## src/hw/mem_params.svh

```systemverilog
`ifndef MEM_PARAMS_SVH
`define MEM_PARAMS_SVH

// Geometry of the data memory shared by the core and the block copier

// Word address width; every address wraps modulo the RAM depth
`define MEM_ADDR_W 12

// Width of one storage word, a 48-bit access covers two of them
`define MEM_WORD_W 24

// Number of storage words
`define MEM_DEPTH 4096

`endif
```

## src/hw/mem_pkg.sv

```systemverilog
`include "mem_params.svh"

package mem_pkg;

    // One 48-bit memory access, seen either as a flat value or as two words
    // Little-endian layout: lo sits at addr and hi at addr+1
    // A 24-bit access only uses lo and returns hi as zero
    typedef union packed {
        logic [2*`MEM_WORD_W-1:0] flat;
        struct packed {
            logic [`MEM_WORD_W-1:0] hi;
            logic [`MEM_WORD_W-1:0] lo;
        } half;
    } mem_word_u;

endpackage

```

## src/hw/mem_port_if.sv

```systemverilog
`timescale 1ns/10ps
`include "mem_params.svh"

// One access port of the data RAM
// An access takes place in a cycle where req and gnt are both high
// The requester holds we, addr, wdata and is48 while it waits for gnt
interface mem_port_if import mem_pkg::*; ();

    logic                   req;
    logic                   gnt;
    logic                   we;
    logic [`MEM_ADDR_W-1:0] addr;
    mem_word_u              wdata;
    logic                   is48;
    mem_word_u              rdata;
    // Read data is valid for one cycle, the cycle after the granted read
    logic                   rvalid;

    // Peer side that asks for accesses
    modport requester (
        output req, we, addr, wdata, is48,
        input  gnt, rdata, rvalid
    );

    // Arbiter side that grants accesses and returns read data
    modport arbiter (
        input  req, we, addr, wdata, is48,
        output gnt, rdata, rvalid
    );

    // RAM side; gnt and rvalid belong to the arbiter and are not seen here
    modport memory (
        input  req, we, addr, wdata, is48,
        output rdata
    );

endinterface

```

## src/hw/load_store_unit.sv

```systemverilog
`timescale 1ns/10ps
`include "mem_params.svh"

// Load/store unit for the core
// It holds one request until the arbiter grants it and shapes the load data
module load_store_unit import mem_pkg::*; (
    input  logic                     iw_clk,
    input  logic                     rst,
    input  logic                     cpu_req,
    input  logic                     cpu_we,
    input  logic                     cpu_is48,
    input  logic                     cpu_signed,
    input  logic [`MEM_ADDR_W-1:0]   cpu_addr,
    input  logic [2*`MEM_WORD_W-1:0] cpu_wdata,
    output logic                     cpu_ready,
    output logic                     cpu_rvalid,
    output logic [2*`MEM_WORD_W-1:0] cpu_rdata,
    mem_port_if.requester            port
);

    // Set while a captured request waits for its grant
    logic pend;

    // Captured request fields
    logic                   buf_we;
    logic                   buf_is48;
    logic                   buf_signed;
    logic [`MEM_ADDR_W-1:0] buf_addr;
    mem_word_u              buf_wdata;

    mem_word_u ld_word;

    assign cpu_ready = !pend;

    always_ff @(posedge iw_clk) begin
        if (rst) begin
            pend <= 1'b0;
        end else if (pend) begin
            // The buffer empties in the cycle after the grant
            if (port.gnt)
                pend <= 1'b0;
        end else if (cpu_req) begin
            pend <= 1'b1;
        end
    end

    // Fields are loaded only while the buffer is empty
    // They stay put through the data return of a load
    always_ff @(posedge iw_clk) begin
        if (!pend && cpu_req) begin
            buf_we         <= cpu_we;
            buf_is48       <= cpu_is48;
            buf_signed     <= cpu_signed;
            buf_addr       <= cpu_addr;
            buf_wdata.flat <= cpu_wdata;
        end
    end

    assign port.req   = pend;
    assign port.we    = buf_we;
    assign port.is48  = buf_is48;
    assign port.addr  = buf_addr;
    assign port.wdata = buf_wdata;

    // A 24-bit load comes back with a zero upper half
    // A signed one copies bit 23 of the low word through the upper half
    always_comb begin
        ld_word = port.rdata;
        if (!buf_is48 && buf_signed)
            ld_word.half.hi = {`MEM_WORD_W{ld_word.half.lo[`MEM_WORD_W-1]}};
    end

    // Load data arrives one cycle after the grant
    assign cpu_rvalid = port.rvalid;
    assign cpu_rdata  = ld_word.flat;

endmodule

```

## src/flat_wrapper.sv

```systemverilog
// flat-port wrapper written by rule: the top's interface ports become plain ports
module load_store_unit_flat import mem_pkg::*;
  (iw_clk, rst, cpu_req, cpu_we, cpu_is48, cpu_signed, cpu_addr, cpu_wdata, cpu_ready, cpu_rvalid, cpu_rdata, port_req, port_we, port_addr, port_wdata, port_is48, port_gnt, port_rdata, port_rvalid);
  mem_port_if port_i ();
  input  logic iw_clk;
  input  logic rst;
  input  logic cpu_req;
  input  logic cpu_we;
  input  logic cpu_is48;
  input  logic cpu_signed;
  input  logic [`MEM_ADDR_W-1:0] cpu_addr;
  input  logic [2*`MEM_WORD_W-1:0] cpu_wdata;
  output logic cpu_ready;
  output logic cpu_rvalid;
  output logic [2*`MEM_WORD_W-1:0] cpu_rdata;
  output wire logic [$bits(port_i.req)-1:0] port_req;
  output wire logic [$bits(port_i.we)-1:0] port_we;
  output wire logic [$bits(port_i.addr)-1:0] port_addr;
  output wire logic [$bits(port_i.wdata)-1:0] port_wdata;
  output wire logic [$bits(port_i.is48)-1:0] port_is48;
  input wire logic [$bits(port_i.gnt)-1:0] port_gnt;
  input wire logic [$bits(port_i.rdata)-1:0] port_rdata;
  input wire logic [$bits(port_i.rvalid)-1:0] port_rvalid;
  assign port_req = port_i.req;
  assign port_we = port_i.we;
  assign port_addr = port_i.addr;
  assign port_wdata = port_i.wdata;
  assign port_is48 = port_i.is48;
  assign port_i.gnt = port_gnt;
  assign port_i.rdata = port_rdata;
  assign port_i.rvalid = port_rvalid;
  load_store_unit u_core (.iw_clk(iw_clk), .rst(rst), .cpu_req(cpu_req), .cpu_we(cpu_we), .cpu_is48(cpu_is48), .cpu_signed(cpu_signed), .cpu_addr(cpu_addr), .cpu_wdata(cpu_wdata), .cpu_ready(cpu_ready), .cpu_rvalid(cpu_rvalid), .cpu_rdata(cpu_rdata), .port(port_i));
endmodule
```

## config.mk

```make
export PLATFORM = sky130hd
export DESIGN_NAME = load_store_unit_flat
export DESIGN_NICKNAME = d
export VERILOG_FILES = /design/src/hw/mem_pkg.sv /design/src/hw/mem_port_if.sv /design/src/hw/load_store_unit.sv /design/src/flat_wrapper.sv
export VERILOG_INCLUDE_DIRS = /design/src /design/src/hw
export SDC_FILE = /design/constraint.sdc
export NUM_CORES = 1
export LEC_CHECK = 0
export BUFFER_PORTS_ARGS = -buffer_cell sky130_fd_sc_hd__buf_4
export CAP_MARGIN = 20
export CELL_PAD_IN_SITES_DETAIL_PLACEMENT = 0
export CELL_PAD_IN_SITES_GLOBAL_PLACEMENT = 1
export CORE_MARGIN = 2
export CORE_UTILIZATION = 28
export DETAILED_ROUTE_END_ITERATION = 12
export PLACE_DENSITY_LB_ADDON = 0.1
export SLEW_MARGIN = 25
export SYNTH_ARGS = -nofsm -noshare
export SYNTH_HDL_FRONTEND = slang
export SYNTH_SLANG_ARGS = --single-unit
```

## constraint.sdc

```tcl
create_clock -name iw_clk -period 8.2 [get_ports iw_clk]
set_input_delay 1.23 -clock iw_clk [delete_from_list [all_inputs] [get_ports iw_clk]]
set_output_delay 1.23 -clock iw_clk [all_outputs]
set_load 0.005 [all_outputs]
```

==> results of run 1 <==
state kept, by name (all words and copies together), names as in the netlist:
| register | cells |
|---|---|
| u_core.buf_signed | 1 |
| u_core.port.addr | 12 |
| u_core.port.is48 | 1 |
| u_core.port.req | 1 |
| u_core.port.wdata | 48 |
| u_core.port.we | 1 |
metrics by stage:
stage / total power [mW] / setup slack, ns / hold slack, ns / instances
final: 0.819 / 4.68 / 0.583 / 396
after global routing: 0.854 / 4.58 / 0.603 / 396
after CTS: 0.833 / 4.68 / 0.582 / 396
after detailed placement: 0.502 / 4.68 / 0.569 / 380
after global placement: 0.501 / 4.68 / 0.562 / 380
after floorplan: 0.433 / 3.71 / 0.501 / 125
cell usage after synthesis (all sizes together):
library cell,n
edfxtp,63
and3b,1
buf,31
a21o,24
inv,1
nor2b,1
nor2,1
nand2b,1
dfxtp,1
a211oi,1
per-layer routing:
metal | vias to the layer above | wire, µm | GRT usage
li1 | 761 | - | -
met1 | 752 | 1870 | 0.119
met2 | 130 | 3090 | 0.202
met3 | 24 | 958 | 0.0783
met4 | 0 | 206 | 0.0893
met5 | - | 0 | 0
cell type report:
type,count,share of cell area
multi-input combinational,29,0.0581
timing repair buffer,181,0.351
sequential,64,0.494
inverter,1,0.000969
clock inverter,7,0.0307
clock buffer,9,0.0320
tap,105,0.0339
path summary, 6_finish.rpt:
| check | depth (start not counted) | start | end |
|---|---|---|---|
| max | 4 | port_rdata[23] | cpu_rdata[24] |
| min | 1 | u_core.port.req | u_core.port.req |
| max reg2reg | 2 | u_core.port.req | u_core.port.wdata[31] |
| min reg2reg | 1 | u_core.port.req | u_core.port.req |
report_power, final:
| part | switching [mW] | leakage [nW] | internal (mW) |
|---|---|---|---|
| logic | 0.0362 | 1.07 | 0.0673 |
| clock network | 0.124 | 0.117 | 0.202 |
| registers | 0.00568 | 0.611 | 0.383 |
logic make-up (layout without fill, tap and decap cells):
family / Yosys count / in the layout / synth area share
AOI/OAI and AO/OA: 25 / 25 / 0.0809
DFF: 64 / 64 / 0.803
and+or+nand+nor: 4 / 4 / 0.0105
buffers and inverters: 32 / 198 / 0.106
==> results.ini, run 1 <==
[run_status]
status = finished clean

[route]
first_iter_violations = 47
routed_wirelength_um = 6120
antenna_left = 0
remaining_drc_errors = 0
vias = 1667
detail_route.wl_per_cell_um = 15.5
first_pass_iters = 4
viasPerCell = 4.21

[cts]
postCtsSetupBuffers = 0
clkTransAtPathRegs_ns = 0.07
post_cts_resized = 0
clockRootBuffer = clkbuf_8
hold_buffers = 0
numCtsBuffers = 9
cts_max_level = 3
clock_path_buffers = 2
cts_sinks = 64
clk_latency_ns = 0.33
cts_tree = yes

[critical_path]
path_buf_inv = 2
worst_setup_path_end_kind = primary output
crit_arrival_ns = 2.29
path_class = in -> out
slowest_delay_ns = 0.70
cp_max_fo = 24
r2r_setup_slack_ns = 6.56
path_common_cell = buf_4
critPathTopFamily = simple AND/OR/NAND/NOR gates
cpMaxStageDelayCell = and3b_1
cp.required_ns = 6.97
crit_chain = buf_4, and3b_1, a21o_2, buf_4
critPathLaunchType = input port

[timing]
tightest_slew_ns = 0.822
finalSetupTns_ns = 0
slew_violations = 0
setup_violations = 0
finalHoldViolations = 0
fmaxAchievable_mhz = 284
rsz0062_at_grt = no
min_period_ns = 3.52
finClkSkew_ns = 0.00434
fin_crit_sh = 0.429
slew_headroom = 0.452

[place]
portBuffers = 180
place_congestion = 0.689
dpl-instance-area_um2 = 3630

[final_layout]
final.fill_count = 764
layout_common_cells = buf_4 (181), edfxtp_1 (63), a21o_1 (20), clkbuf_8 (9), a21o_2 (4)
fin_util = 0.471
fin_nets = 402
final_common_cell = buf_4
drive_above_1_share = 0.691
diodes = 0
multi_input_area_um2 = 225
syn2layout_area_growth_pct = 62.6
register_area_um2 = 1910
design_area_um2 = 3870

[synth]
synthesis.area_um2 = 2380
yosysSeqAreaShare = 0.803
synthTopCellsByArea = edfxtp_1 (79%), buf_4 (7.9%), a21o_1 (6.3%)
ys_seq_elements = 64
synth_top_area_frac = 0.794
syn_inst = 125
synth_top_area_cell = edfxtp_1
syn-num-nets = 241
yosys_warnings = 0
avgSynthCellArea_um2 = 19.1
ys_types = 13

[grt]
track_usage = 0.127
grt_start_max_net_pins = 57
gr-total-overflow = 0
antenna_found_initial = 0
grt_pass1_wl_um = 8250
grt_pass1_vias = 1609

[power_and_ir_drop]
leakage_nw = 1.80
irDropWorstVdd_v = 0.000116
power.density_nw_per_um2 = 211

[job]
drv_cap = 0

[hold_path]
hold_class = reg -> reg

[floorplanning]
start_util = 0.290
die_y_um = 96.2
die_w_um = 96.2
fp-row-count = 33
design.core.area_um2 = 8220
die-area_um2 = 9260
ios = 229

No activity file was read; power rests on OpenSTA's default activity.
==> run 2, diff against run 1 <==
- ABC_AREA: not set -> 1
- CORE_UTILIZATION: 28 -> 23
- clock period: 8.2 -> 3.2 ns (I/O delays scaled with it)
==> run 2 against run 1 <==
Compared with the run above: count of clock-buffer cells in the layout increased by 2; cell area fell by 0.39%; final cell count grew 14%; synthesized cell count grew 20%; worst hold slack got worse by 0.29 ns; critical path type is now reg -> out; area after synthesis shrank 1.6%; highest routed layer unchanged; largest cell class unchanged.
==> results.ini, run 2 <==
[timing]
min_period_ns = 1.99
tightest_slew_ns = 0.444
slew_violations = 0
fin_crit_sh = 0.621
slew_headroom = 0.704
finalSetupTns_ns = 0
worst_slack_ns = 1.21
rsz0062_at_grt = no
fmaxAchievable_mhz = 503
setup_violations = 0
finalHoldViolations = 0
finClkSkew_ns = 0.00928

[synth]
yosys_warnings = 0
yosys.area_share.xor_xnor = 0
yosysSeqAreaShare = 0.816
synth_top_area_frac = 0.807
synth_fa_ha_area_frac = 0
synthSimpleGateAreaFrac = 0.0870
synth_mux_area_frac = 0
ys_top_cells_by_count = edfxtp_1 (63), nand2_1 (50), buf_4 (25)
synth_ff_type = edfxtp_1
syn_inst = 150
avgSynthCellArea_um2 = 15.6
synth_enable_flop_cells = 63
synthesis.area_um2 = 2340
synthTopCellsByArea = edfxtp_1 (81%), buf_4 (8.0%), nand2_1 (8.0%)
syn-num-nets = 266
ys_seq_elements = 64
synth_top_area_cell = edfxtp_1
synth_most_common_cell = edfxtp_1
synthArstFlopShare = 0
synth_top_family_by_area = buffers and inverters
synth_compound_area_frac = 0.00214
ys_types = 10

[power_and_ir_drop]
power.density_nw_per_um2 = 501
irDropWorstVdd_v = 0.000214
leakage_nw = 1.79

[critical_path]
cp.required_ns = 2.72
path_class = reg -> out
cp_max_fo = 24
crit_arrival_ns = 1.51
worst_setup_path_end_kind = primary output
critPathLaunchType = register

[place]
dp_hpwl_um = 4930
place_congestion = 0.716
portBuffers = 180
place_ws_ns = 1.45

[final_layout]
final.fill_count = 987
syn2layout_area_growth_pct = 64.7
layout_common_cells = buf_4 (182), edfxtp_1 (63), nand2_1 (50), clkbuf_8 (9)
diodes = 0
fin_nets = 430
drive_above_1_share = 0.627
largest_reg_flops = 48
fin_util = 0.393
final_common_cell = buf_4

[route]
viasPerCell = 3.84
routed_wirelength_um = 6580
first_pass_iters = 4
antenna_left = 0
vias = 1736
first_iter_violations = 58
remaining_drc_errors = 0
detail_route.wl_per_cell_um = 14.6

[floorplanning]
design.core.area_um2 = 9820
ios = 229
die_w_um = 105
fp-row-count = 36
die_y_um = 105
die-area_um2 = 11000
start_util = 0.239

[cts]
clockRootBuffer = clkbuf_8
cts_tree = yes
clkTransAtPathRegs_ns = 0.07
clk_latency_ns = 0.33
hold_buffers = 0
cts_max_level = 3
numCtsBuffers = 9
postCtsSetupBuffers = 0
post_cts_resized = 0
cts_sinks = 64
clock_path_buffers = 2

[run_status]
status = finished clean

[grt]
grt_start_max_net_pins = 29
gr-total-overflow = 0
grt_pass1_vias = 1850
grt_pass1_wl_um = 9830
antenna_found_initial = 0
track_usage = 0.119

[hold_path]
hold_class = in -> reg

[job]
drv_cap = 0

==> run 2: cell count changes after synthesis, moves of 2 or more <==
cell     delta
nand2_1    +50
a21o_1     -20
buf_6       -5
a21o_2      -4
buf_2       +3
inv_1       +2
==> run 2: metrics by stage <==
| step | instances | hold slack, ns | power (mW) | area (µm²) |
|---|---|---|---|---|
| finish | 452 | 0.294 | 1.93 | 3860 |
| global route | 452 | 0.267 | 2.04 | 3860 |
| detailed placement | 436 | 0.481 | 1.28 | 3670 |
| global placement | 436 | 0.470 | 1.28 | 3670 |
| floorplan | 150 | 0.466 | 1.10 | 2340 |
| CTS | 452 | 0.265 | 1.97 | 3860 |
==> run 2: cell families after synthesis <==
family / count (synthesis)
buf+inv: 33
flops: 64
compound gates: 1
simple gates: 52
==> run 2: power breakdown <==
part	switching, mW	internal [mW]	leakage [nW]
combinational	0.0991	0.164	1.09
sequential	0.0148	0.982	0.613
clock	0.312	0.360	0.0895
total	0.426	1.51	1.79
==> run 2: metal layers <==
metal	track usage	routed length, µm	up-vias
met3	0.0805	981	14
met2	0.179	3060	139
met5	0	0	-
li1	-	-	813
met4	0.0514	103	0
met1	0.132	2430	770
==> run 2: cell type report <==
cell class | count | area, µm² | share of cell area
multi-input cells | 53 | 209 | 0.0542
repair buffers | 182 | 1370 | 0.354
inverters | 4 | 15.0 | 0.00389
well taps | 133 | 166 | 0.0431
clock buffers | 11 | 131 | 0.0340
flip-flops and latches | 64 | 1910 | 0.495
clock inverters | 5 | 58.8 | 0.0152
==> run 2: worst paths after layout <==
check	startpoint	to	slack, ns	cells after the start
worst max register to register	u_core.port.req	u_core.port.is48	1.62	4
worst min register to register	u_core.port.req	u_core.port.req	0.49	2
worst min-delay path	rst	u_core.port.req	0.29	2
worst max-delay path	u_core.port.is48	cpu_rdata[47]	1.21	4
==> run 2: worst max-delay path: stages, from the launching register on <==
cell,delay (ns)
edfxtp_1,0.41
inv_2,0.09
nand3_2,0.35
nand2_1,0.20
buf_4,0.13
