`src/hw/mem_params.svh`:
```
`ifndef MEM_PARAMS_SVH
`define MEM_PARAMS_SVH

// Geometry of the data memory shared by the core and the block copier

// Word address width; every address wraps modulo the RAM depth
`define MEM_ADDR_W 12

// Width of one storage word, a 48-bit access covers two of them
`define MEM_WORD_W 24

// Number of storage words
`define MEM_DEPTH 4096

`endif
```
`src/hw/mem_pkg.sv`:
```
`include "mem_params.svh"

package mem_pkg;

    // One 48-bit memory access, seen either as a flat value or as two words
    // Little-endian layout: lo sits at addr and hi at addr+1
    // A 24-bit access only uses lo and returns hi as zero
    typedef union packed {
        logic [2*`MEM_WORD_W-1:0] flat;
        struct packed {
            logic [`MEM_WORD_W-1:0] hi;
            logic [`MEM_WORD_W-1:0] lo;
        } half;
    } mem_word_u;

endpackage

```
`src/hw/mem_port_if.sv`:
```
`timescale 1ns/10ps
`include "mem_params.svh"

// One access port of the data RAM
// An access takes place in a cycle where req and gnt are both high
// The requester holds we, addr, wdata and is48 while it waits for gnt
interface mem_port_if import mem_pkg::*; ();

    logic                   req;
    logic                   gnt;
    logic                   we;
    logic [`MEM_ADDR_W-1:0] addr;
    mem_word_u              wdata;
    logic                   is48;
    mem_word_u              rdata;
    // Read data is valid for one cycle, the cycle after the granted read
    logic                   rvalid;

    // Peer side that asks for accesses
    modport requester (
        output req, we, addr, wdata, is48,
        input  gnt, rdata, rvalid
    );

    // Arbiter side that grants accesses and returns read data
    modport arbiter (
        input  req, we, addr, wdata, is48,
        output gnt, rdata, rvalid
    );

    // RAM side; gnt and rvalid belong to the arbiter and are not seen here
    modport memory (
        input  req, we, addr, wdata, is48,
        output rdata
    );

endinterface

```
`src/hw/port_arbiter.sv`:
```
`timescale 1ns/10ps

// Round-robin arbiter that shares RAM port 0 between the load/store unit
// and the read side of the block copier
module port_arbiter import mem_pkg::*; (
    input logic iw_clk,
    input logic rst,
    mem_port_if.arbiter   lsu,
    mem_port_if.arbiter   cpy,
    mem_port_if.requester ram
);

    // Set when the copier has the next turn in a tie
    logic cpy_turn;

    logic lsu_win;
    logic cpy_win;

    // Owner of the read issued last cycle
    logic lsu_rd_q;
    logic cpy_rd_q;

    mem_word_u wdata_mux;

    // A lone requester always wins, a tie goes to the peer that lost last time
    assign lsu_win = lsu.req && (!cpy.req || !cpy_turn);
    assign cpy_win = cpy.req && (!lsu.req || cpy_turn);

    assign lsu.gnt = lsu_win;
    assign cpy.gnt = cpy_win;

    // The winner's fields go onto the RAM port
    always_comb begin
        wdata_mux = cpy_win ? cpy.wdata : lsu.wdata;
        ram.req   = lsu_win || cpy_win;
        ram.we    = cpy_win ? cpy.we : lsu.we;
        ram.addr  = cpy_win ? cpy.addr : lsu.addr;
        ram.is48  = cpy_win ? cpy.is48 : lsu.is48;
        ram.wdata = wdata_mux;
    end

    // Any grant hands the next tie to the other peer
    // After reset the load/store unit wins the first tie
    always_ff @(posedge iw_clk) begin
        if (rst) begin
            cpy_turn <= 1'b0;
        end else if (lsu_win) begin
            cpy_turn <= 1'b1;
        end else if (cpy_win) begin
            cpy_turn <= 1'b0;
        end
    end

    // The RAM returns read data one cycle after the access, writes return nothing
    always_ff @(posedge iw_clk) begin
        if (rst) begin
            lsu_rd_q <= 1'b0;
            cpy_rd_q <= 1'b0;
        end else begin
            lsu_rd_q <= lsu_win && !lsu.we;
            cpy_rd_q <= cpy_win && !cpy.we;
        end
    end

    // Returned data is steered only to the peer that owns the read
    assign lsu.rvalid = lsu_rd_q;
    assign cpy.rvalid = cpy_rd_q;
    assign lsu.rdata  = lsu_rd_q ? ram.rdata : '0;
    assign cpy.rdata  = cpy_rd_q ? ram.rdata : '0;

endmodule

```
`src/flat_wrapper.sv`:
```
// flat-port wrapper written by rule: the top's interface ports become plain ports
module port_arbiter_flat import mem_pkg::*;
  (iw_clk, rst, lsu_req, lsu_we, lsu_addr, lsu_wdata, lsu_is48, lsu_gnt, lsu_rdata, lsu_rvalid, cpy_req, cpy_we, cpy_addr, cpy_wdata, cpy_is48, cpy_gnt, cpy_rdata, cpy_rvalid, ram_req, ram_we, ram_addr, ram_wdata, ram_is48, ram_gnt, ram_rdata, ram_rvalid);
  mem_port_if lsu_i ();
  mem_port_if cpy_i ();
  mem_port_if ram_i ();
  input logic iw_clk;
  input logic rst;
  input wire logic [$bits(lsu_i.req)-1:0] lsu_req;
  input wire logic [$bits(lsu_i.we)-1:0] lsu_we;
  input wire logic [$bits(lsu_i.addr)-1:0] lsu_addr;
  input wire logic [$bits(lsu_i.wdata)-1:0] lsu_wdata;
  input wire logic [$bits(lsu_i.is48)-1:0] lsu_is48;
  output wire logic [$bits(lsu_i.gnt)-1:0] lsu_gnt;
  output wire logic [$bits(lsu_i.rdata)-1:0] lsu_rdata;
  output wire logic [$bits(lsu_i.rvalid)-1:0] lsu_rvalid;
  input wire logic [$bits(cpy_i.req)-1:0] cpy_req;
  input wire logic [$bits(cpy_i.we)-1:0] cpy_we;
  input wire logic [$bits(cpy_i.addr)-1:0] cpy_addr;
  input wire logic [$bits(cpy_i.wdata)-1:0] cpy_wdata;
  input wire logic [$bits(cpy_i.is48)-1:0] cpy_is48;
  output wire logic [$bits(cpy_i.gnt)-1:0] cpy_gnt;
  output wire logic [$bits(cpy_i.rdata)-1:0] cpy_rdata;
  output wire logic [$bits(cpy_i.rvalid)-1:0] cpy_rvalid;
  output wire logic [$bits(ram_i.req)-1:0] ram_req;
  output wire logic [$bits(ram_i.we)-1:0] ram_we;
  output wire logic [$bits(ram_i.addr)-1:0] ram_addr;
  output wire logic [$bits(ram_i.wdata)-1:0] ram_wdata;
  output wire logic [$bits(ram_i.is48)-1:0] ram_is48;
  input wire logic [$bits(ram_i.gnt)-1:0] ram_gnt;
  input wire logic [$bits(ram_i.rdata)-1:0] ram_rdata;
  input wire logic [$bits(ram_i.rvalid)-1:0] ram_rvalid;
  assign lsu_i.req = lsu_req;
  assign lsu_i.we = lsu_we;
  assign lsu_i.addr = lsu_addr;
  assign lsu_i.wdata = lsu_wdata;
  assign lsu_i.is48 = lsu_is48;
  assign lsu_gnt = lsu_i.gnt;
  assign lsu_rdata = lsu_i.rdata;
  assign lsu_rvalid = lsu_i.rvalid;
  assign cpy_i.req = cpy_req;
  assign cpy_i.we = cpy_we;
  assign cpy_i.addr = cpy_addr;
  assign cpy_i.wdata = cpy_wdata;
  assign cpy_i.is48 = cpy_is48;
  assign cpy_gnt = cpy_i.gnt;
  assign cpy_rdata = cpy_i.rdata;
  assign cpy_rvalid = cpy_i.rvalid;
  assign ram_req = ram_i.req;
  assign ram_we = ram_i.we;
  assign ram_addr = ram_i.addr;
  assign ram_wdata = ram_i.wdata;
  assign ram_is48 = ram_i.is48;
  assign ram_i.gnt = ram_gnt;
  assign ram_i.rdata = ram_rdata;
  assign ram_i.rvalid = ram_rvalid;
  port_arbiter u_core (.iw_clk(iw_clk), .rst(rst), .lsu(lsu_i), .cpy(cpy_i), .ram(ram_i));
endmodule
```
`config.mk`:
```
export PLATFORM = sky130hd
export DESIGN_NAME = port_arbiter_flat
export DESIGN_NICKNAME = d
export VERILOG_FILES = /design/src/hw/mem_pkg.sv /design/src/hw/mem_port_if.sv /design/src/hw/port_arbiter.sv /design/src/flat_wrapper.sv
export VERILOG_INCLUDE_DIRS = /design/src /design/src/hw
export SDC_FILE = /design/constraint.sdc
export NUM_CORES = 1
export LEC_CHECK = 0
export BUFFER_PORTS_ARGS = -buffer_cell sky130_fd_sc_hd__buf_2
export CAP_MARGIN = 20
export CORE_AREA = 2 2 131 133
export CTS_CLUSTER_SIZE = 16
export DETAILED_ROUTE_END_ITERATION = 6
export DIE_AREA = 0 0 133 135
export PLACE_DENSITY_LB_ADDON = 0.05
export SLEW_MARGIN = 20
export SYNTH_ARGS = -nofsm -noshare
export SYNTH_HDL_FRONTEND = slang
export SYNTH_SLANG_ARGS = --single-unit
```
`constraint.sdc`:
```
create_clock -name iw_clk -period 1.4 [get_ports iw_clk]
set_input_delay 0.21 -clock iw_clk [delete_from_list [all_inputs] [get_ports iw_clk]]
set_output_delay 0.21 -clock iw_clk [all_outputs]
set_load 0.03 [all_outputs]
```
==> results of run 1 <==
-- worst max-delay path: cells and delay by family, from the launching register on --
kind / cells / cell delay, ns
buffers and inverters: 3 / 0.42
flip-flops: 1 / 0.31
AND/OR/NAND/NOR: 2 / 0.25
multiplexers: 1 / 0.31
-- stage by stage --
step | worst slack (ns) | power (mW) | std cells | hold slack, ns
final | -0.315 | 2.40 | 758 | 0.161
after global routing | -0.363 | 2.52 | 758 | 0.184
after CTS | -0.346 | 2.39 | 753 | 0.166
after detailed placement | -0.146 | 1.54 | 734 | 0.392
after floorplan | 0.0388 | 1.02 | 186 | 0.278
after global placement | -0.142 | 1.53 | 734 | 0.398
-- synthesized netlist by cell type --
cell       n  area, µm²
a21boi_0   1       7.51
a21oi_1    1       5.00
and2_1    96        601
buf_6      6       67.6
clkbuf_1  10       37.5
dfxtp_1    3       60.1
inv_1      1       3.75
mux2_2     4       45.0
mux2_4    58        871
nand2_4    1       11.3
nand2b_1   1       6.26
nand2b_4   1       13.8
nor3_1     1       5.00
nor3b_1    1       7.51
or2_2      1       6.26
-- flip-flops by register name, summed over array words and instances, names as in the netlist --
signal,cells
u_core.cpy_turn,1
u_core.lsu.rvalid,1
u_core.cpy.rvalid,1
-- power by group --
group / internal, mW / leakage (nW) / switching (mW) / total (mW)
combinational: 0.968 / 2.74 / 0.878 / 1.85
clock: 0.376 / 0.0382 / 0.0787 / 0.455
sequential: 0.0901 / 0.0261 / 0.00649 / 0.0966
total: 1.43 / 2.80 / 0.963 / 2.40
-- metal layers --
layer / up-vias / routed length (µm) / GRT usage [%]
met1: 1218 / 3360 / 8.16
met5: - / 16 / 0
met3: 12 / 1210 / 4.20
met4: 2 / 137 / 2.27
met2: 195 / 6240 / 22.4
li1: 1320 / - / -
-- worst min path at each step --
stage	endpoint	cells past startpoint	slack, ns
floorplan	u_core.lsu.rvalid$_SDFF_PP0_	1	0.28
global placement	u_core.lsu.rvalid$_SDFF_PP0_	2	0.40
detailed placement	u_core.lsu.rvalid$_SDFF_PP0_	2	0.39
CTS	u_core.lsu.rvalid$_SDFF_PP0_	2	0.17
global route	u_core.lsu.rvalid$_SDFF_PP0_	2	0.18
finish	u_core.lsu.rvalid$_SDFF_PP0_	2	0.16
-- kinds of logic after synthesis --
logic type,count (synthesis),share of synthesized area (%)
compound gates,2,0.716
buf+inv,17,6.23
flops,3,3.44
mux,62,52.4
simple gates,102,37.2
-- final cells by class --
cell class	count	share of cell area, %
clock buffers	4	1.66
inverters	1	0.0792
multi-input cells	166	34.9
flip-flops and latches	3	1.40
well taps	220	5.80
repair buffers	364	56.2
-- what timing repair did --
item                       CTS  global route
gates cloned                 7             4
pin swaps                    1             0
setup buffers                8             1
gates resized for setup    145            45
setup endpoints to repair   63            68
==> results.yml, run 1 <==
critical_path:
  crit_slowest_cell: "dfxtp_2"
  end_kind: "output pin"
  endpoint: "ram_wdata[31]"
  rrSetupSlack_ns: 0.21
  critical-path-max-stage-delay_ns: 0.31
  cp-start-kind: "flip-flop"
  reg2regPathDepth: 6
  worstPathMaxFanout: 9
  worstPathArrival_ns: 1.51
  cp.required_ns: 1.19
  regToRegEndpoint: "u_core.cpy.rvalid$_SDFF_PP0_"
  crit_type: "flip-flop to output pin"
  worstReg2RegStart: "u_core.cpy_turn$_SDFFE_PP0P_"
  crit_chain: "nand2b_4 -> nand2_8 -> buf_8 -> buf_16 -> mux2_4 -> buf_6"
  startpoint: "u_core.cpy_turn$_SDFFE_PP0P_"
routing:
  num_vias: 2747
  avgViaCountPerCell: 3.62
  drcViolationCount: 0
  postRouteAntennaNets: 0
  drt_pre_antenna_iters: 4
  wl_um: 11000
  routedWlPerCell_um: 14.5
  drtIter0Drc: 38
synth:
  synth.distinct_cells: 15
  synth.net_count: 364
  synth-seq-cells: 3
  ys_warn_count: 0
  avgSynthCellArea_um2: 9.40
  yosysSeqAreaShare_pct: 3.44
  syn-cell-area_mm2: 0.00175
  synthCells: 186
timing:
  slew_headroom_pct: 86.5
  layout_min_cycle_time_ns: 1.72
  finalSetupViolCount: 63
  final.setup.worst_slack_ns: -0.315
  hold_viol: 0
  setup_tns_ns: -18.29
  rsz0062_at_grt: "true"
  maxClockFrequency_mhz: 583
  skew_ns: 0.000923
  worstMarginPinSlew_ns: 0.202
  slew_violations: 0
  min_period_over_period_pct: 123
cts:
  cts_tree: "yes"
  cts.sinks: 3
  root_buffer: "clkbuf_16"
  htreeDepth: 1
  clk_pin_slew_ns: 0.03
  cts.path.max_buffers: 2
  cts_buffers: 3
  hold_buffers: 0
  clock_latency_ns: 0.22
die:
  dieArea_mm2: 0.0180
  ios: 341
  initial_utilization_pct: 10.7
  die_w_um: 133
  die-height_um: 135
  core_mm2: 0.0164
  std_cell_rows: 47
hold_path:
  hold_class: "input port to flip-flop"
  hold_start: "lsu_we"
global_route:
  first_global_vias: 2700
  antenna_found_initial: 2
  grt_pass1_wl_um: 14500
  grt_overflow: 0
  grtUsageTotal_pct: 10.2
  grt_max_degree: 50
cells_and_area:
  antenna_cells: 0
  fin_util_pct: 28.9
  final_cell_mix: "buf_2 (248), buf_6 (66), mux2_4 (62), and2_1 (56), and2_2 (40)"
  nets: 717
  multi_input_area_mm2: 0.00165
  mostFrequentLayoutCell: "buf_2"
  fin_area_mm2: 0.00474
  n_fill_cell: 1757
  syn_to_final_growth_pct: 171
  layout-drive-gt1-share_pct: 88.5
  seq_area_um2: 66.3
power:
  p_leak_nw: 2.80
  ir_drop_v: 0.000322
  powerDensity_mw_per_mm2: 505
job:
  maxCapViolations: 0
placed_design:
  gp_congestion: 0.773
  portBuffers: 338
  placed_cell_area_mm2: 0.00377
  hpwl_um: 8370
outcome:
  status: "finished with violations"
  violations: "negative setup slack"
No activity file was read; power rests on OpenSTA's default activity.
==> run 2, diff against run 1 <==
Settings changed: CORE_AREA 2 2 131 133 to 2 2 134 136, DIE_AREA 0 0 133 135 to 0 0 136 138.
Clock period 1.4 ns to 2.12 ns, I/O delays scaled along.
==> run 2 against run 1 <==
Non-clock buffer count fell by 19. Combinational power fell by 50%. Wire length fell by 15%. Worst hold slack improved by 0.12 ns. Largest cell class unchanged. Highest routed layer is now met4. Total power fell by 46%. Register-to-register slack improved by 1.0 ns. Count of clock-buffer cells in the layout did not move. Clock power fell by 33%. Design area fell by 20%. Global-route usage fell by 1.3 points. The flow now finishes without violations. Critical path type unchanged. Core utilization fell by 7.3 points. Flip-flop and latch count did not move. Largest power group unchanged.
==> results.yml, run 2 (synthesized netlist as in run 1, its figures left out) <==
timing:
  maxClockFrequency_mhz: 505
  rsz0062_at_grt: "false"
  finalSetupViolCount: 0
  slew_headroom_pct: 73.8
  hold_viol: 0
  worstMarginPinSlew_ns: 0.393
  setup_tns_ns: 0
  slew_violations: 0
  min_period_over_period_pct: 93.5
  layout_min_cycle_time_ns: 1.98
  skew_ns: 0.00166
global_route:
  grt_overflow: 0
  grt_pass1_wl_um: 13200
  first_global_vias: 2533
  antenna_found_initial: 0
  grtUsageTotal_pct: 8.99
  grt_max_degree: 50
cts:
  post_cts_buffers: 0
  clk_pin_slew_ns: 0.03
  cts.path.max_buffers: 2
  root_buffer: "clkbuf_16"
  cts.sinks: 3
  hold_buffers: 0
  cts_buffers: 3
  htreeDepth: 1
  cts_tree: "yes"
  clock_latency_ns: 0.23
  postCtsResizedCells: 0
die:
  ios: 341
  initial_utilization_pct: 9.97
  dieArea_mm2: 0.0188
  die_w_um: 136
  die-height_um: 138
  core_mm2: 0.0175
  std_cell_rows: 49
routing:
  routedWlPerCell_um: 12.4
  drcViolationCount: 0
  drtIter0Drc: 27
  num_vias: 2566
  postRouteAntennaNets: 0
  avgViaCountPerCell: 3.43
  drt_pre_antenna_iters: 3
  wl_um: 9280
critical_path:
  end_kind: "output pin"
  endpoint: "ram_wdata[33]"
  crit_chain: "nand2b_4 -> nand2_4 -> buf_4 -> mux2_4 -> buf_2"
  cp.required_ns: 1.80
  worstSetupPathDepth: 5
  reg2regPathDepth: 2
  startpoint: "u_core.cpy_turn$_SDFFE_PP0P_"
  worstReg2RegStart: "u_core.cpy_turn$_SDFFE_PP0P_"
  crit_slowest_cell: "dfxtp_1"
  worstPathMaxFanout: 11
  crit_buf_inv: 2
  crit_family: "buffers and inverters"
  worstPathArrival_ns: 1.66
  regToRegEndpoint: "u_core.lsu.rvalid$_SDFF_PP0_"
  cp-start-kind: "flip-flop"
  critical-path-max-stage-delay_ns: 0.32
  rrSetupSlack_ns: 1.23
  crit_type: "flip-flop to output pin"
cells_and_area:
  syn_to_final_growth_pct: 117
  fin_util_pct: 21.6
  nets: 698
  antenna_cells: 0
  final_cells: 748
  mostFrequentLayoutCell: "buf_2"
  layout-drive-gt1-share_pct: 79.6
  fin_area_mm2: 0.00379
  final_cell_mix: "buf_2 (338), and2_1 (96), mux2_4 (58), mux2_2 (4), buf_4 (4)"
power:
  powerDensity_mw_per_mm2: 342
  power_mw: 1.30
  ir_drop_v: 0.000173
  p_leak_nw: 2.43
job:
  maxCapViolations: 0
hold_path:
  hold_class: "input port to flip-flop"
placed_design:
  dp.cells: 744
  placed_cell_area_mm2: 0.00371
  hpwl_um: 8310
  portBuffers: 338
  gp_congestion: 0.701
outcome:
  status: "complete, no violations"
run 2: cell count changes in the layout (fill, tap and decap cells not counted), sizes merged:
cell    delta
buf        -5
clkbuf    -14
run 2: how the worst min path moves through the flow:
stage,cells after the start,to,start,slack [ns]
detailed placement,2,u_core.cpy_turn$_SDFFE_PP0P_,u_core.cpy_turn$_SDFFE_PP0P_,0.48
finish,2,u_core.lsu.rvalid$_SDFF_PP0_,lsu_we,0.28
CTS,2,u_core.lsu.rvalid$_SDFF_PP0_,lsu_we,0.28
global placement,2,u_core.cpy_turn$_SDFFE_PP0P_,u_core.cpy_turn$_SDFFE_PP0P_,0.48
global route,2,u_core.lsu.rvalid$_SDFF_PP0_,lsu_we,0.28
floorplan,1,u_core.cpy_turn$_SDFFE_PP0P_,rst,0.39
run 2: where the power goes:
group	internal (mW)	leakage [nW]	switching, mW
combinational	0.410	2.36	0.519
sequential	0.0597	0.0247	0.00143
clock	0.249	0.0382	0.0558
run 2: routing by layer:
metal	up-vias	share of wire, %	track usage, %
met5	-	0	0
met4	0	1.1	2.36
met3	6	14	3.45
met2	198	57	19.3
met1	1089	28	7.13
li1	1273	-	-
run 2: cell type report:
cell class | count | area (µm²)
Multi-Input combinational cell | 166 | 1580
Tap cell | 229 | 287
Sequential cell | 3 | 60.1
Clock buffer | 4 | 78.8
Timing Repair Buffer | 345 | 1780
Inverter | 1 | 3.75
Fill cell | 2000 | 13700
run 2: metrics by stage:
step	hold WS (ns)	setup slack, ns
final	0.282	0.138
after global routing	0.279	0.0586
after CTS	0.279	0.113
after detailed placement	0.476	0.306
after global placement	0.479	0.319
after floorplan	0.387	0.510
