`src/hw/mem_params.svh`:
```
`ifndef MEM_PARAMS_SVH
`define MEM_PARAMS_SVH

// Geometry of the data memory shared by the core and the block copier

// Word address width; every address wraps modulo the RAM depth
`define MEM_ADDR_W 12

// Width of one storage word, a 48-bit access covers two of them
`define MEM_WORD_W 24

// Number of storage words
`define MEM_DEPTH 4096

`endif
```
`src/hw/mem_pkg.sv`:
```
`include "mem_params.svh"

package mem_pkg;

    // One 48-bit memory access, seen either as a flat value or as two words
    // Little-endian layout: lo sits at addr and hi at addr+1
    // A 24-bit access only uses lo and returns hi as zero
    typedef union packed {
        logic [2*`MEM_WORD_W-1:0] flat;
        struct packed {
            logic [`MEM_WORD_W-1:0] hi;
            logic [`MEM_WORD_W-1:0] lo;
        } half;
    } mem_word_u;

endpackage

```
`src/hw/mem_port_if.sv`:
```
`timescale 1ns/10ps
`include "mem_params.svh"

// One access port of the data RAM
// An access takes place in a cycle where req and gnt are both high
// The requester holds we, addr, wdata and is48 while it waits for gnt
interface mem_port_if import mem_pkg::*; ();

    logic                   req;
    logic                   gnt;
    logic                   we;
    logic [`MEM_ADDR_W-1:0] addr;
    mem_word_u              wdata;
    logic                   is48;
    mem_word_u              rdata;
    // Read data is valid for one cycle, the cycle after the granted read
    logic                   rvalid;

    // Peer side that asks for accesses
    modport requester (
        output req, we, addr, wdata, is48,
        input  gnt, rdata, rvalid
    );

    // Arbiter side that grants accesses and returns read data
    modport arbiter (
        input  req, we, addr, wdata, is48,
        output gnt, rdata, rvalid
    );

    // RAM side; gnt and rvalid belong to the arbiter and are not seen here
    modport memory (
        input  req, we, addr, wdata, is48,
        output rdata
    );

endinterface

```
`src/hw/block_copier.sv`:
```
`timescale 1ns/10ps
`include "mem_params.svh"

// Block copier that moves cpy_count words from cpy_src to cpy_dst
// Reads go through the arbiter on port 0, writes go straight to port 1
module block_copier import mem_pkg::*; (
    input  logic                   iw_clk,
    input  logic                   rst,
    input  logic                   cpy_start,
    input  logic [`MEM_ADDR_W-1:0] cpy_src,
    input  logic [`MEM_ADDR_W-1:0] cpy_dst,
    input  logic [`MEM_ADDR_W-1:0] cpy_count,
    output logic                   cpy_busy,
    output logic                   cpy_done,
    mem_port_if.requester          rd,
    mem_port_if.requester          wr
);

    // Read side position and words still to be read
    logic [`MEM_ADDR_W-1:0] rd_addr;
    logic [`MEM_ADDR_W-1:0] rd_left;
    logic [`MEM_ADDR_W-1:0] rd_step;

    // Write side position and words still to be written
    logic [`MEM_ADDR_W-1:0] wr_addr;
    logic [`MEM_ADDR_W-1:0] wr_left;
    logic [`MEM_ADDR_W-1:0] wr_step;

    // Width of the read granted last cycle, that is the one now returning
    logic ret48;

    mem_word_u ret_word;

    // Pairs are read while two or more words remain, a final odd word alone
    assign rd.req   = cpy_busy && (rd_left != '0);
    assign rd.we    = 1'b0;
    assign rd.addr  = rd_addr;
    assign rd.is48  = (rd_left > `MEM_ADDR_W'(1));
    assign rd.wdata = '0;
    assign rd_step  = rd.is48 ? `MEM_ADDR_W'(2) : `MEM_ADDR_W'(1);

    // Each returning read is written in the same cycle at the same width
    assign ret_word = rd.rdata;
    assign wr.req   = rd.rvalid;
    assign wr.we    = 1'b1;
    assign wr.addr  = wr_addr;
    assign wr.is48  = ret48;
    assign wr.wdata = ret_word;
    assign wr_step  = ret48 ? `MEM_ADDR_W'(2) : `MEM_ADDR_W'(1);

    always_ff @(posedge iw_clk) begin
        if (rst) begin
            cpy_busy <= 1'b0;
            cpy_done <= 1'b0;
        end else begin
            cpy_done <= 1'b0;
            if (!cpy_busy && cpy_start) begin
                cpy_busy <= 1'b1;
                // An empty copy ends right away
                if (cpy_count == '0)
                    cpy_done <= 1'b1;
            end else if (cpy_done) begin
                cpy_busy <= 1'b0;
            end else if (rd.rvalid && wr_left == wr_step) begin
                // The last write goes out this cycle
                cpy_done <= 1'b1;
            end
        end
    end

    // Read and write counters move on their own, so reads can stack up
    // while earlier data is still on its way back
    always_ff @(posedge iw_clk) begin
        if (!cpy_busy && cpy_start) begin
            rd_addr <= cpy_src;
            rd_left <= cpy_count;
            wr_addr <= cpy_dst;
            wr_left <= cpy_count;
        end else begin
            if (rd.gnt) begin
                rd_addr <= rd_addr + rd_step;
                rd_left <= rd_left - rd_step;
            end
            if (rd.rvalid) begin
                wr_addr <= wr_addr + wr_step;
                wr_left <= wr_left - wr_step;
            end
        end
    end

    // Read data always returns exactly one cycle after the grant
    always_ff @(posedge iw_clk) begin
        ret48 <= rd.is48;
    end

endmodule

```
`src/flat_wrapper.sv`:
```
// flat-port wrapper written by rule: the top's interface ports become plain ports
module block_copier_flat import mem_pkg::*;
  (iw_clk, rst, cpy_start, cpy_src, cpy_dst, cpy_count, cpy_busy, cpy_done, rd_req, rd_we, rd_addr, rd_wdata, rd_is48, rd_gnt, rd_rdata, rd_rvalid, wr_req, wr_we, wr_addr, wr_wdata, wr_is48, wr_gnt, wr_rdata, wr_rvalid);
  mem_port_if rd_i ();
  mem_port_if wr_i ();
  input  logic iw_clk;
  input  logic rst;
  input  logic cpy_start;
  input  logic [`MEM_ADDR_W-1:0] cpy_src;
  input  logic [`MEM_ADDR_W-1:0] cpy_dst;
  input  logic [`MEM_ADDR_W-1:0] cpy_count;
  output logic cpy_busy;
  output logic cpy_done;
  output wire logic [$bits(rd_i.req)-1:0] rd_req;
  output wire logic [$bits(rd_i.we)-1:0] rd_we;
  output wire logic [$bits(rd_i.addr)-1:0] rd_addr;
  output wire logic [$bits(rd_i.wdata)-1:0] rd_wdata;
  output wire logic [$bits(rd_i.is48)-1:0] rd_is48;
  input wire logic [$bits(rd_i.gnt)-1:0] rd_gnt;
  input wire logic [$bits(rd_i.rdata)-1:0] rd_rdata;
  input wire logic [$bits(rd_i.rvalid)-1:0] rd_rvalid;
  output wire logic [$bits(wr_i.req)-1:0] wr_req;
  output wire logic [$bits(wr_i.we)-1:0] wr_we;
  output wire logic [$bits(wr_i.addr)-1:0] wr_addr;
  output wire logic [$bits(wr_i.wdata)-1:0] wr_wdata;
  output wire logic [$bits(wr_i.is48)-1:0] wr_is48;
  input wire logic [$bits(wr_i.gnt)-1:0] wr_gnt;
  input wire logic [$bits(wr_i.rdata)-1:0] wr_rdata;
  input wire logic [$bits(wr_i.rvalid)-1:0] wr_rvalid;
  assign rd_req = rd_i.req;
  assign rd_we = rd_i.we;
  assign rd_addr = rd_i.addr;
  assign rd_wdata = rd_i.wdata;
  assign rd_is48 = rd_i.is48;
  assign rd_i.gnt = rd_gnt;
  assign rd_i.rdata = rd_rdata;
  assign rd_i.rvalid = rd_rvalid;
  assign wr_req = wr_i.req;
  assign wr_we = wr_i.we;
  assign wr_addr = wr_i.addr;
  assign wr_wdata = wr_i.wdata;
  assign wr_is48 = wr_i.is48;
  assign wr_i.gnt = wr_gnt;
  assign wr_i.rdata = wr_rdata;
  assign wr_i.rvalid = wr_rvalid;
  block_copier u_core (.iw_clk(iw_clk), .rst(rst), .cpy_start(cpy_start), .cpy_src(cpy_src), .cpy_dst(cpy_dst), .cpy_count(cpy_count), .cpy_busy(cpy_busy), .cpy_done(cpy_done), .rd(rd_i), .wr(wr_i));
endmodule
```
`config.mk`:
```
export PLATFORM = sky130hd
export DESIGN_NAME = block_copier_flat
export DESIGN_NICKNAME = d
export VERILOG_FILES = /design/src/hw/mem_pkg.sv /design/src/hw/mem_port_if.sv /design/src/hw/block_copier.sv /design/src/flat_wrapper.sv
export VERILOG_INCLUDE_DIRS = /design/src /design/src/hw
export SDC_FILE = /design/constraint.sdc
export NUM_CORES = 1
export LEC_CHECK = 0
export BUFFER_PORTS_ARGS = -buffer_cell sky130_fd_sc_hd__clkbuf_2
export CAP_MARGIN = 20
export CORE_MARGIN = 4
export CORE_UTILIZATION = 42
export CTS_CLUSTER_SIZE = 14
export DETAILED_ROUTE_END_ITERATION = 7
export PLACE_DENSITY = 0.82
export SYNTH_ARGS = -nofsm -noshare
export SYNTH_HDL_FRONTEND = slang
export SYNTH_SLANG_ARGS = --single-unit
```
`constraint.sdc`:
```
create_clock -name iw_clk -period 3.38 [get_ports iw_clk]
set_clock_uncertainty 0.2 [all_clocks]
set_input_delay 0.338 -clock iw_clk [delete_from_list [all_inputs] [get_ports iw_clk]]
set_output_delay 0.338 -clock iw_clk [all_outputs]
set_load 0.01 [all_outputs]
```
==> impl_results.md, run 1 <==
* Hold WS at 0.09625 ns
* Fillers at 826
* Area of the multi-input gates at ~1700 um^2
* Status: complete, no violations
* Die X at between 100 and 150 um
* Combinational power share at 23.7%
* CTS buffer count at 5
* First-pass GRT wire length at approximately 12000 um
* Clk_lat worst skew at ~0.30 ns
* Top-Level Pins at approximately 270
* Share of cells above drive strength 1 at a little under a quarter
* Sw Ratio at 32.04%
* Async SR Flop Fraction at 0%
* Post-Route M1 WL at between 3000 and 4000 um
* Startpoint class of the critical path: flop
* Initial Utilization at 43.39%
* Cell taking the most area after synthesis: edfxtp_1
* Yosys warning count at 0
* Peak supply drop at between 0.2 and 0.25 mV
* GRT Overall Usage at roughly 14%
* Library cells used by synthesis at 41
* Routed wl met2 at between 3000 and 4000 um
* Die Y at roughly 100 um
* Die Footprint at between 10000 and 15000 um^2
* Total grt overflow at 0
* Ys flop type: edfxtp_1
* TNS Setup at 0 ns
* Post-synth EDFFs at 48
* Hold Violations, Final at 0
* Design Area, Final at roughly 3900 um^2
* Final period utilization at between 80% and 90%
* Final GP Congestion at 0.8562
* Area Growth Syn to Fin at 1.283%
* PortBufs at 70
* Met3 routed WL at between 700 and 800 um
* Reg area at between 1500 and 2000 um^2
* H-tree depth at 2
* Pre-Repair DR Iteration Count at 4
* Leakage at 1.582 nW
* Total Nets Final at approximately 570
* Root Buffer: clkbuf_8
* Initial antenna violation count at 0
* Max cap viols at 0
* Critical Path Sink Type: flop
* Largest net degree at the start of global routing at 37
* Iteration-0 DRC Markers at 84
* Synth top cells by count: 99 x buf_4, 48 x edfxtp_1, 32 x nand2_1
* Max layer used: met4
* DR vias at 2678
* Area of the core at just under 9000 um^2
* Via count of the first global-routing pass at roughly 2500
* Post-synth top area share at between 30% and 40%
* DP Area at ~3700 um^2
* Via density at between 5 and 6
* Longest Clk Path Bufs at 2
* Cell Pwr Density at roughly 470 nW/um^2
* Main area contributors after synthesis: edfxtp_1 38%, buf_4 20%, xor2_1 6.9%
* Clock sinks at 51
* Syn Area/Cell at roughly 9.6 um^2
* Syn Inst Count at between 300 and 400
* Reg power frac at approximately 53%
* Most common cell in the netlist: buf_4
* CP Max Fanout at 6
* Pint at between 0.001 and 0.0015 W
* Reg2reg setup slack at about 0.35 ns
* Rel. slew slack at approximately three fifths
* Required @ worst endpoint at roughly 3.2 ns
* Minimum clock period at between 3 and 4 ns
* Dpl hpwl at roughly 6000 um
* Yosys reg bits at 51
* Post-route DRC at 0
* Clk pwr share at 23.6%
* Crit path DAT at 2.89 ns
* Core Rows at 34
* Post-DR wirelength/cell at approximately 15 um
* Total Wirelength at about 7800 um
* Max Fclk at 329.9 MHz
* Sequential area share after synthesis at around two fifths
* Hold crit path type: input pin to flop
* Mapped Area at between 3000 and 4000 um^2
* # diodes at 0
* Final setup viols at 0
* RSZ-0062 raised after global routing: no
* Pins Over Slew Limit at 0
* CP Class: flop to flop
* Clock slew at reported path FFs at about 0.09 ns
* CTS tree: yes
* Worst slew pin tran at ~0.62 ns
* Switching power total at 0.0005744 W
* Post-DRT Antenna Nets at 0
## placed cells by master (no fill, tap or decap), types with 2 or more instances in the layout
cell / netlist / layout
nand3b_1: 2 / 2
conb_1: 2 / 50
nand3_1: 6 / 6
inv_1: 10 / 10
o21ai_1: 15 / 15
edfxtp_1: 48 / 48
and2_1: 2 / 2
nor3_1: 5 / 4
nor4_1: 5 / 4
nand4_1: 17 / 17
nor3_2: 2 / 3
nand2b_1: 6 / 5
xnor2_1: 8 / 8
or3_1: 2 / 2
nor2b_1: 5 / 4
nor4_2: 3 / 4
ha_1: 8 / 8
nor2_1: 24 / 24
a21oi_1: 28 / 28
dfxtp_1: 3 / 3
clkbuf_2: 0 / 70
nand2_1: 32 / 32
xor2_1: 30 / 30
clkbuf_8: 0 / 5
a31oi_1: 2 / 2
fa_1: 4 / 4
buf_4: 99 / 6
o21ai_0: 3 / 3
and4_1: 2 / 2
## path summary, 6_finish.rpt
| check | to | start | cells after the start |
|---|---|---|---|
| setup reg to reg | u_core.rd_left[10]$_DFFE_PP_ | u_core.rd_left[2]$_DFFE_PP_ | 10 |
| hold / removal | u_core.rd.addr[0]$_DFFE_PP_ | cpy_src[0] | 3 |
| setup / recovery | u_core.rd_left[10]$_DFFE_PP_ | u_core.rd_left[2]$_DFFE_PP_ | 10 |
| hold reg to reg | u_core.cpy_busy$_SDFFE_PP0P_ | u_core.cpy_busy$_SDFFE_PP0P_ | 2 |
## state kept, by name, summed over array words and instances, names as in the netlist
name	cells
u_core.cpy_busy	1
u_core.cpy_done	1
u_core.rd.addr	12
u_core.rd_left	12
u_core.wr.addr	12
u_core.wr.is48	1
u_core.wr_left	12
## kinds of logic after synthesis
| group | count (synthesis) | synth area share [%] |
|---|---|---|
| buffers and inverters | 121 | 21.92 |
| AO/OA/AOI/OAI | 52 | 7.206 |
| other | 2 | 0.1975 |
| flip-flops | 51 | 39.49 |
| adder cells (fa/ha/maj) | 12 | 4.739 |
| AND/OR/NAND/NOR | 121 | 17.70 |
| XOR/XNOR | 38 | 8.753 |
## per-layer routing
metal,GRT usage (%),vias up
li1,-,1259
met5,0,-
met4,3.287,0
met1,18.41,1285
met2,23.98,121
met3,3.451,13
## critical path: stages (launching register included)
cell      delay, ns
edfxtp_1       0.52
nor4_1         0.32
nand3_1        0.14
inv_1          0.23
ha_1           0.22
inv_1          0.06
fa_1           0.42
nor3_2         0.30
nand4b_1       0.16
xor2_1         0.15
a21oi_1        0.08
## through the flow
stage / cells / utilization [%] / worst slack [ns] / power (W)
after floorplan: 445 / - / 0.5020 / 0.001326
after global placement: 518 / 42.48 / 0.3800 / 0.001359
after CTS: 527 / 43.82 / 0.2242 / 0.001802
final: 527 / 43.95 / 0.3484 / 0.001793
after global routing: 527 / 43.95 / 0.04809 / 0.001899
after detailed placement: 518 / 42.48 / 0.2475 / 0.001380
## cell type report
type                       instances  share of cell area, %
inverter                          10                 0.9747
sequential                        51                  38.99
clock buffer                       5                  1.787
clock inverter                     3                  1.007
tap                              108                  3.509
multi-input combinational        273                  43.21
timing repair buffer              77                  10.53
## what timing repair did
item                                    4_1_cts  5_1_grt
gates resized for setup                       0        2
endpoints found under the setup margin        0        7
hold endpoints to repair                      2        0
hold buffers                                  1        0
setup buffers                                 0        0
## power by group through the flow
stage	logic, W	registers, W	clock network (W)
3_3_place_gp	0.000411	0.000948	0
2_1_floorplan	0.000381	0.000946	0
3_5_place_dp	0.000425	0.000955	0
4_1_cts	0.000429	0.000941	0.000432
5_1_grt	0.000482	0.000962	0.000455
6_report	0.000425	0.000945	0.000423
No activity file was read; power rests on OpenSTA's default activity.
==> run 2: changes to the inputs <==
--- a/config.mk
+++ b/config.mk
@@ -8,11 +8,11 @@
 export LEC_CHECK = 0
 export BUFFER_PORTS_ARGS = -buffer_cell sky130_fd_sc_hd__clkbuf_2
 export CAP_MARGIN = 20
-export CORE_MARGIN = 4
-export CORE_UTILIZATION = 42
+export CORE_AREA = 4 4 100 102
 export CTS_CLUSTER_SIZE = 14
 export DETAILED_ROUTE_END_ITERATION = 7
-export PLACE_DENSITY = 0.82
+export DIE_AREA = 0 0 104 106
+export PLACE_DENSITY = 0.81
 export SYNTH_ARGS = -nofsm -noshare
 export SYNTH_HDL_FRONTEND = slang
 export SYNTH_SLANG_ARGS = --single-unit
==> constraint.sdc (replaced) <==
create_clock -name iw_clk -period 3.5 [get_ports iw_clk]
set_clock_uncertainty 0.2 [all_clocks]
set_input_delay 0.35 -clock iw_clk [delete_from_list [all_inputs] [get_ports iw_clk]]
set_output_delay 0.35 -clock iw_clk [all_outputs]
set_load 0.01 [all_outputs]
==> impl_results.md, run 2 (synthesized netlist as in run 1, its figures left out) <==
* Fillers at approximately 900
* Sw Ratio at approximately 33%
* Minimum clock period at ~3.2 ns
* Total Nets Final at approximately 570
* Switching power total at around 0.00055 W
* Core Rows at 35
* Design Area, Final at approximately 3800 um^2
* Die Footprint at 11020 um^2
* Root Buffer: clkbuf_8
* Reg area at between 1500 and 2000 um^2
* Critical Path Sink Type: flop
* Post-CTS sizing at 0
* GRT Overall Usage at between 10% and 20%
* CTS tree: yes
* Area of the core at ~9100 um^2
* Crit path DAT at roughly 3 ns
* CP Class: flop to flop
* PortBufs at 70
* Required @ worst endpoint at roughly 3.3 ns
* Die X at ~100 um
* Total grt overflow at 0
* First-pass GRT wire length at between 10000 and 15000 um
* Area of the multi-input gates at 1653 um^2
* Final GP Congestion at between 0.8 and 0.9
* Hold crit path type: input pin to flop
* Via count of the first global-routing pass at 2524
* Hold Violations, Final at 0
* Clock sinks at 51
* Clock slew at reported path FFs at ~0.1 ns
* Iteration-0 DRC Markers at between 100 and 150
* Most frequent cells in the layout: 70 x clkbuf_2, 50 x conb_1, 48 x edfxtp_1, 32 x nand2_1, 30 x xor2_1
* Buffer count from post-CTS setup fixing at 0
* DR vias at roughly 2600
* Max cap viols at 0
* Rel. slew slack at 33.29%
* Clk_lat worst skew at roughly 0.30 ns
* Startpoint class of the critical path: flop
* WHS Path Cells at 2
* CTS buffer count at 5
* H-tree depth at 2
* Cell Pwr Density at 434.5 nW/um^2
* RSZ-0062 raised after global routing: no
* Post-DRT Antenna Nets at 0
* Final setup viols at 0
* Leakage at roughly 1.6 nW
* Longest Clk Path Bufs at 2
* Via density at roughly 5.0
* Initial Utilization at 41.74%
* Total Wirelength at approximately 8000 um
* Post-DR wirelength/cell at about 15 um
* Largest net degree at the start of global routing at 53
* Clk pwr share at 20.1%
* Area Growth Syn to Fin at -0.1646%
* Dpl hpwl at approximately 5900 um
* Top-Level Pins at 267
* Combinational power share at roughly 25%
* Post-route DRC at 0
* CP Max Fanout at 5
* Pins Over Slew Limit at 0
* Max Fclk at 314.3 MHz
* # diodes at 0
* Share of cells above drive strength 1 at approximately 22%
* TNS Setup at 0 ns
* DP Area at around 3700 um^2
* Status: complete, no violations
* Worst slew pin tran at between 1 and 1.5 ns
* Reg power frac at roughly 55%
* Initial antenna violation count at 0
* CTS Hold Bufs at 0
* Pre-Repair DR Iteration Count at 4
* Peak supply drop at between 0.2 and 0.25 mV
* Pint at between 0.001 and 0.0015 W
* Worst reg-to-reg path cell count at 10
* Final period utilization at 90.91%
* Die Y at around 110 um
* Most common cell after layout, fill and taps aside: clkbuf_2
* Hold WS at ~0.054 ns
==> run 2: changes by cell type in the layout (fill, tap and decap cells not counted), sizes merged <==
cell / before / now
buf: 6 / 5
bufinv: 1 / 0
dlygate4sd3: 1 / 0
==> run 2: power groups by stage <==
stage | combinational, W | sequential [W] | clock [W]
floorplan | 0.000368 | 0.000913 | 0
detailed placement | 0.000408 | 0.000923 | 0
CTS | 0.000411 | 0.000910 | 0.000339
global route | 0.000458 | 0.000927 | 0.000362
finish | 0.000407 | 0.000910 | 0.000332
global placement | 0.000395 | 0.000914 | 0
==> run 2: per-stage QoR <==
step	utilization [%]	cells	total power [W]	worst slack, ns
6_report	41.68	527	0.001649	0.3182
4_1_cts	41.68	527	0.001661	0.3409
5_1_grt	41.68	527	0.001747	0.1182
2_1_floorplan	-	445	0.001281	0.6220
3_5_place_dp	40.82	520	0.001330	0.3696
3_3_place_gp	40.82	520	0.001309	0.4901
==> run 2: worst max-delay path, cell delays in order, from the launching register on <==
cell and delay (ns):
edfxtp_1 0.44, nor4_1 0.42, nand3_1 0.17, inv_1 0.25
ha_1 0.23, inv_1 0.06, fa_1 0.42, nor3_2 0.28
nand4b_1 0.18, xor2_1 0.16, a21oi_1 0.09
==> run 2: final cells by class <==
class	instances	area share, %
Tap cell	111	3.659
Clock buffer	5	1.813
Timing Repair Buffer	75	10.22
Sequential cell	51	39.55
Multi-Input combinational cell	273	43.54
Clock inverter	2	0.2307
Inverter	10	0.9888
==> run 2: path summary, 6_finish.rpt <==
| path | startpoint | to | slack (ns) |
|---|---|---|---|
| worst max-delay path | u_core.rd_left[10]$_DFFE_PP_ | u_core.rd_left[10]$_DFFE_PP_ | 0.32 |
| worst min-delay path | rst | u_core.cpy_busy$_SDFFE_PP0P_ | 0.05 |
| worst max register to register | u_core.rd_left[10]$_DFFE_PP_ | u_core.rd_left[10]$_DFFE_PP_ | 0.32 |
| worst min register to register | u_core.cpy_busy$_SDFFE_PP0P_ | u_core.cpy_busy$_SDFFE_PP0P_ | 0.35 |
==> run 2: layer usage <==
layer  up-vias  global-route usage (%)  wire length [um]
met1      1233                   17.41              3404
met2       118                   22.33              3737
met5         -                       0                 0
met4         0                   3.039                36
li1       1261                       -                 -
met3        10                   3.461               621
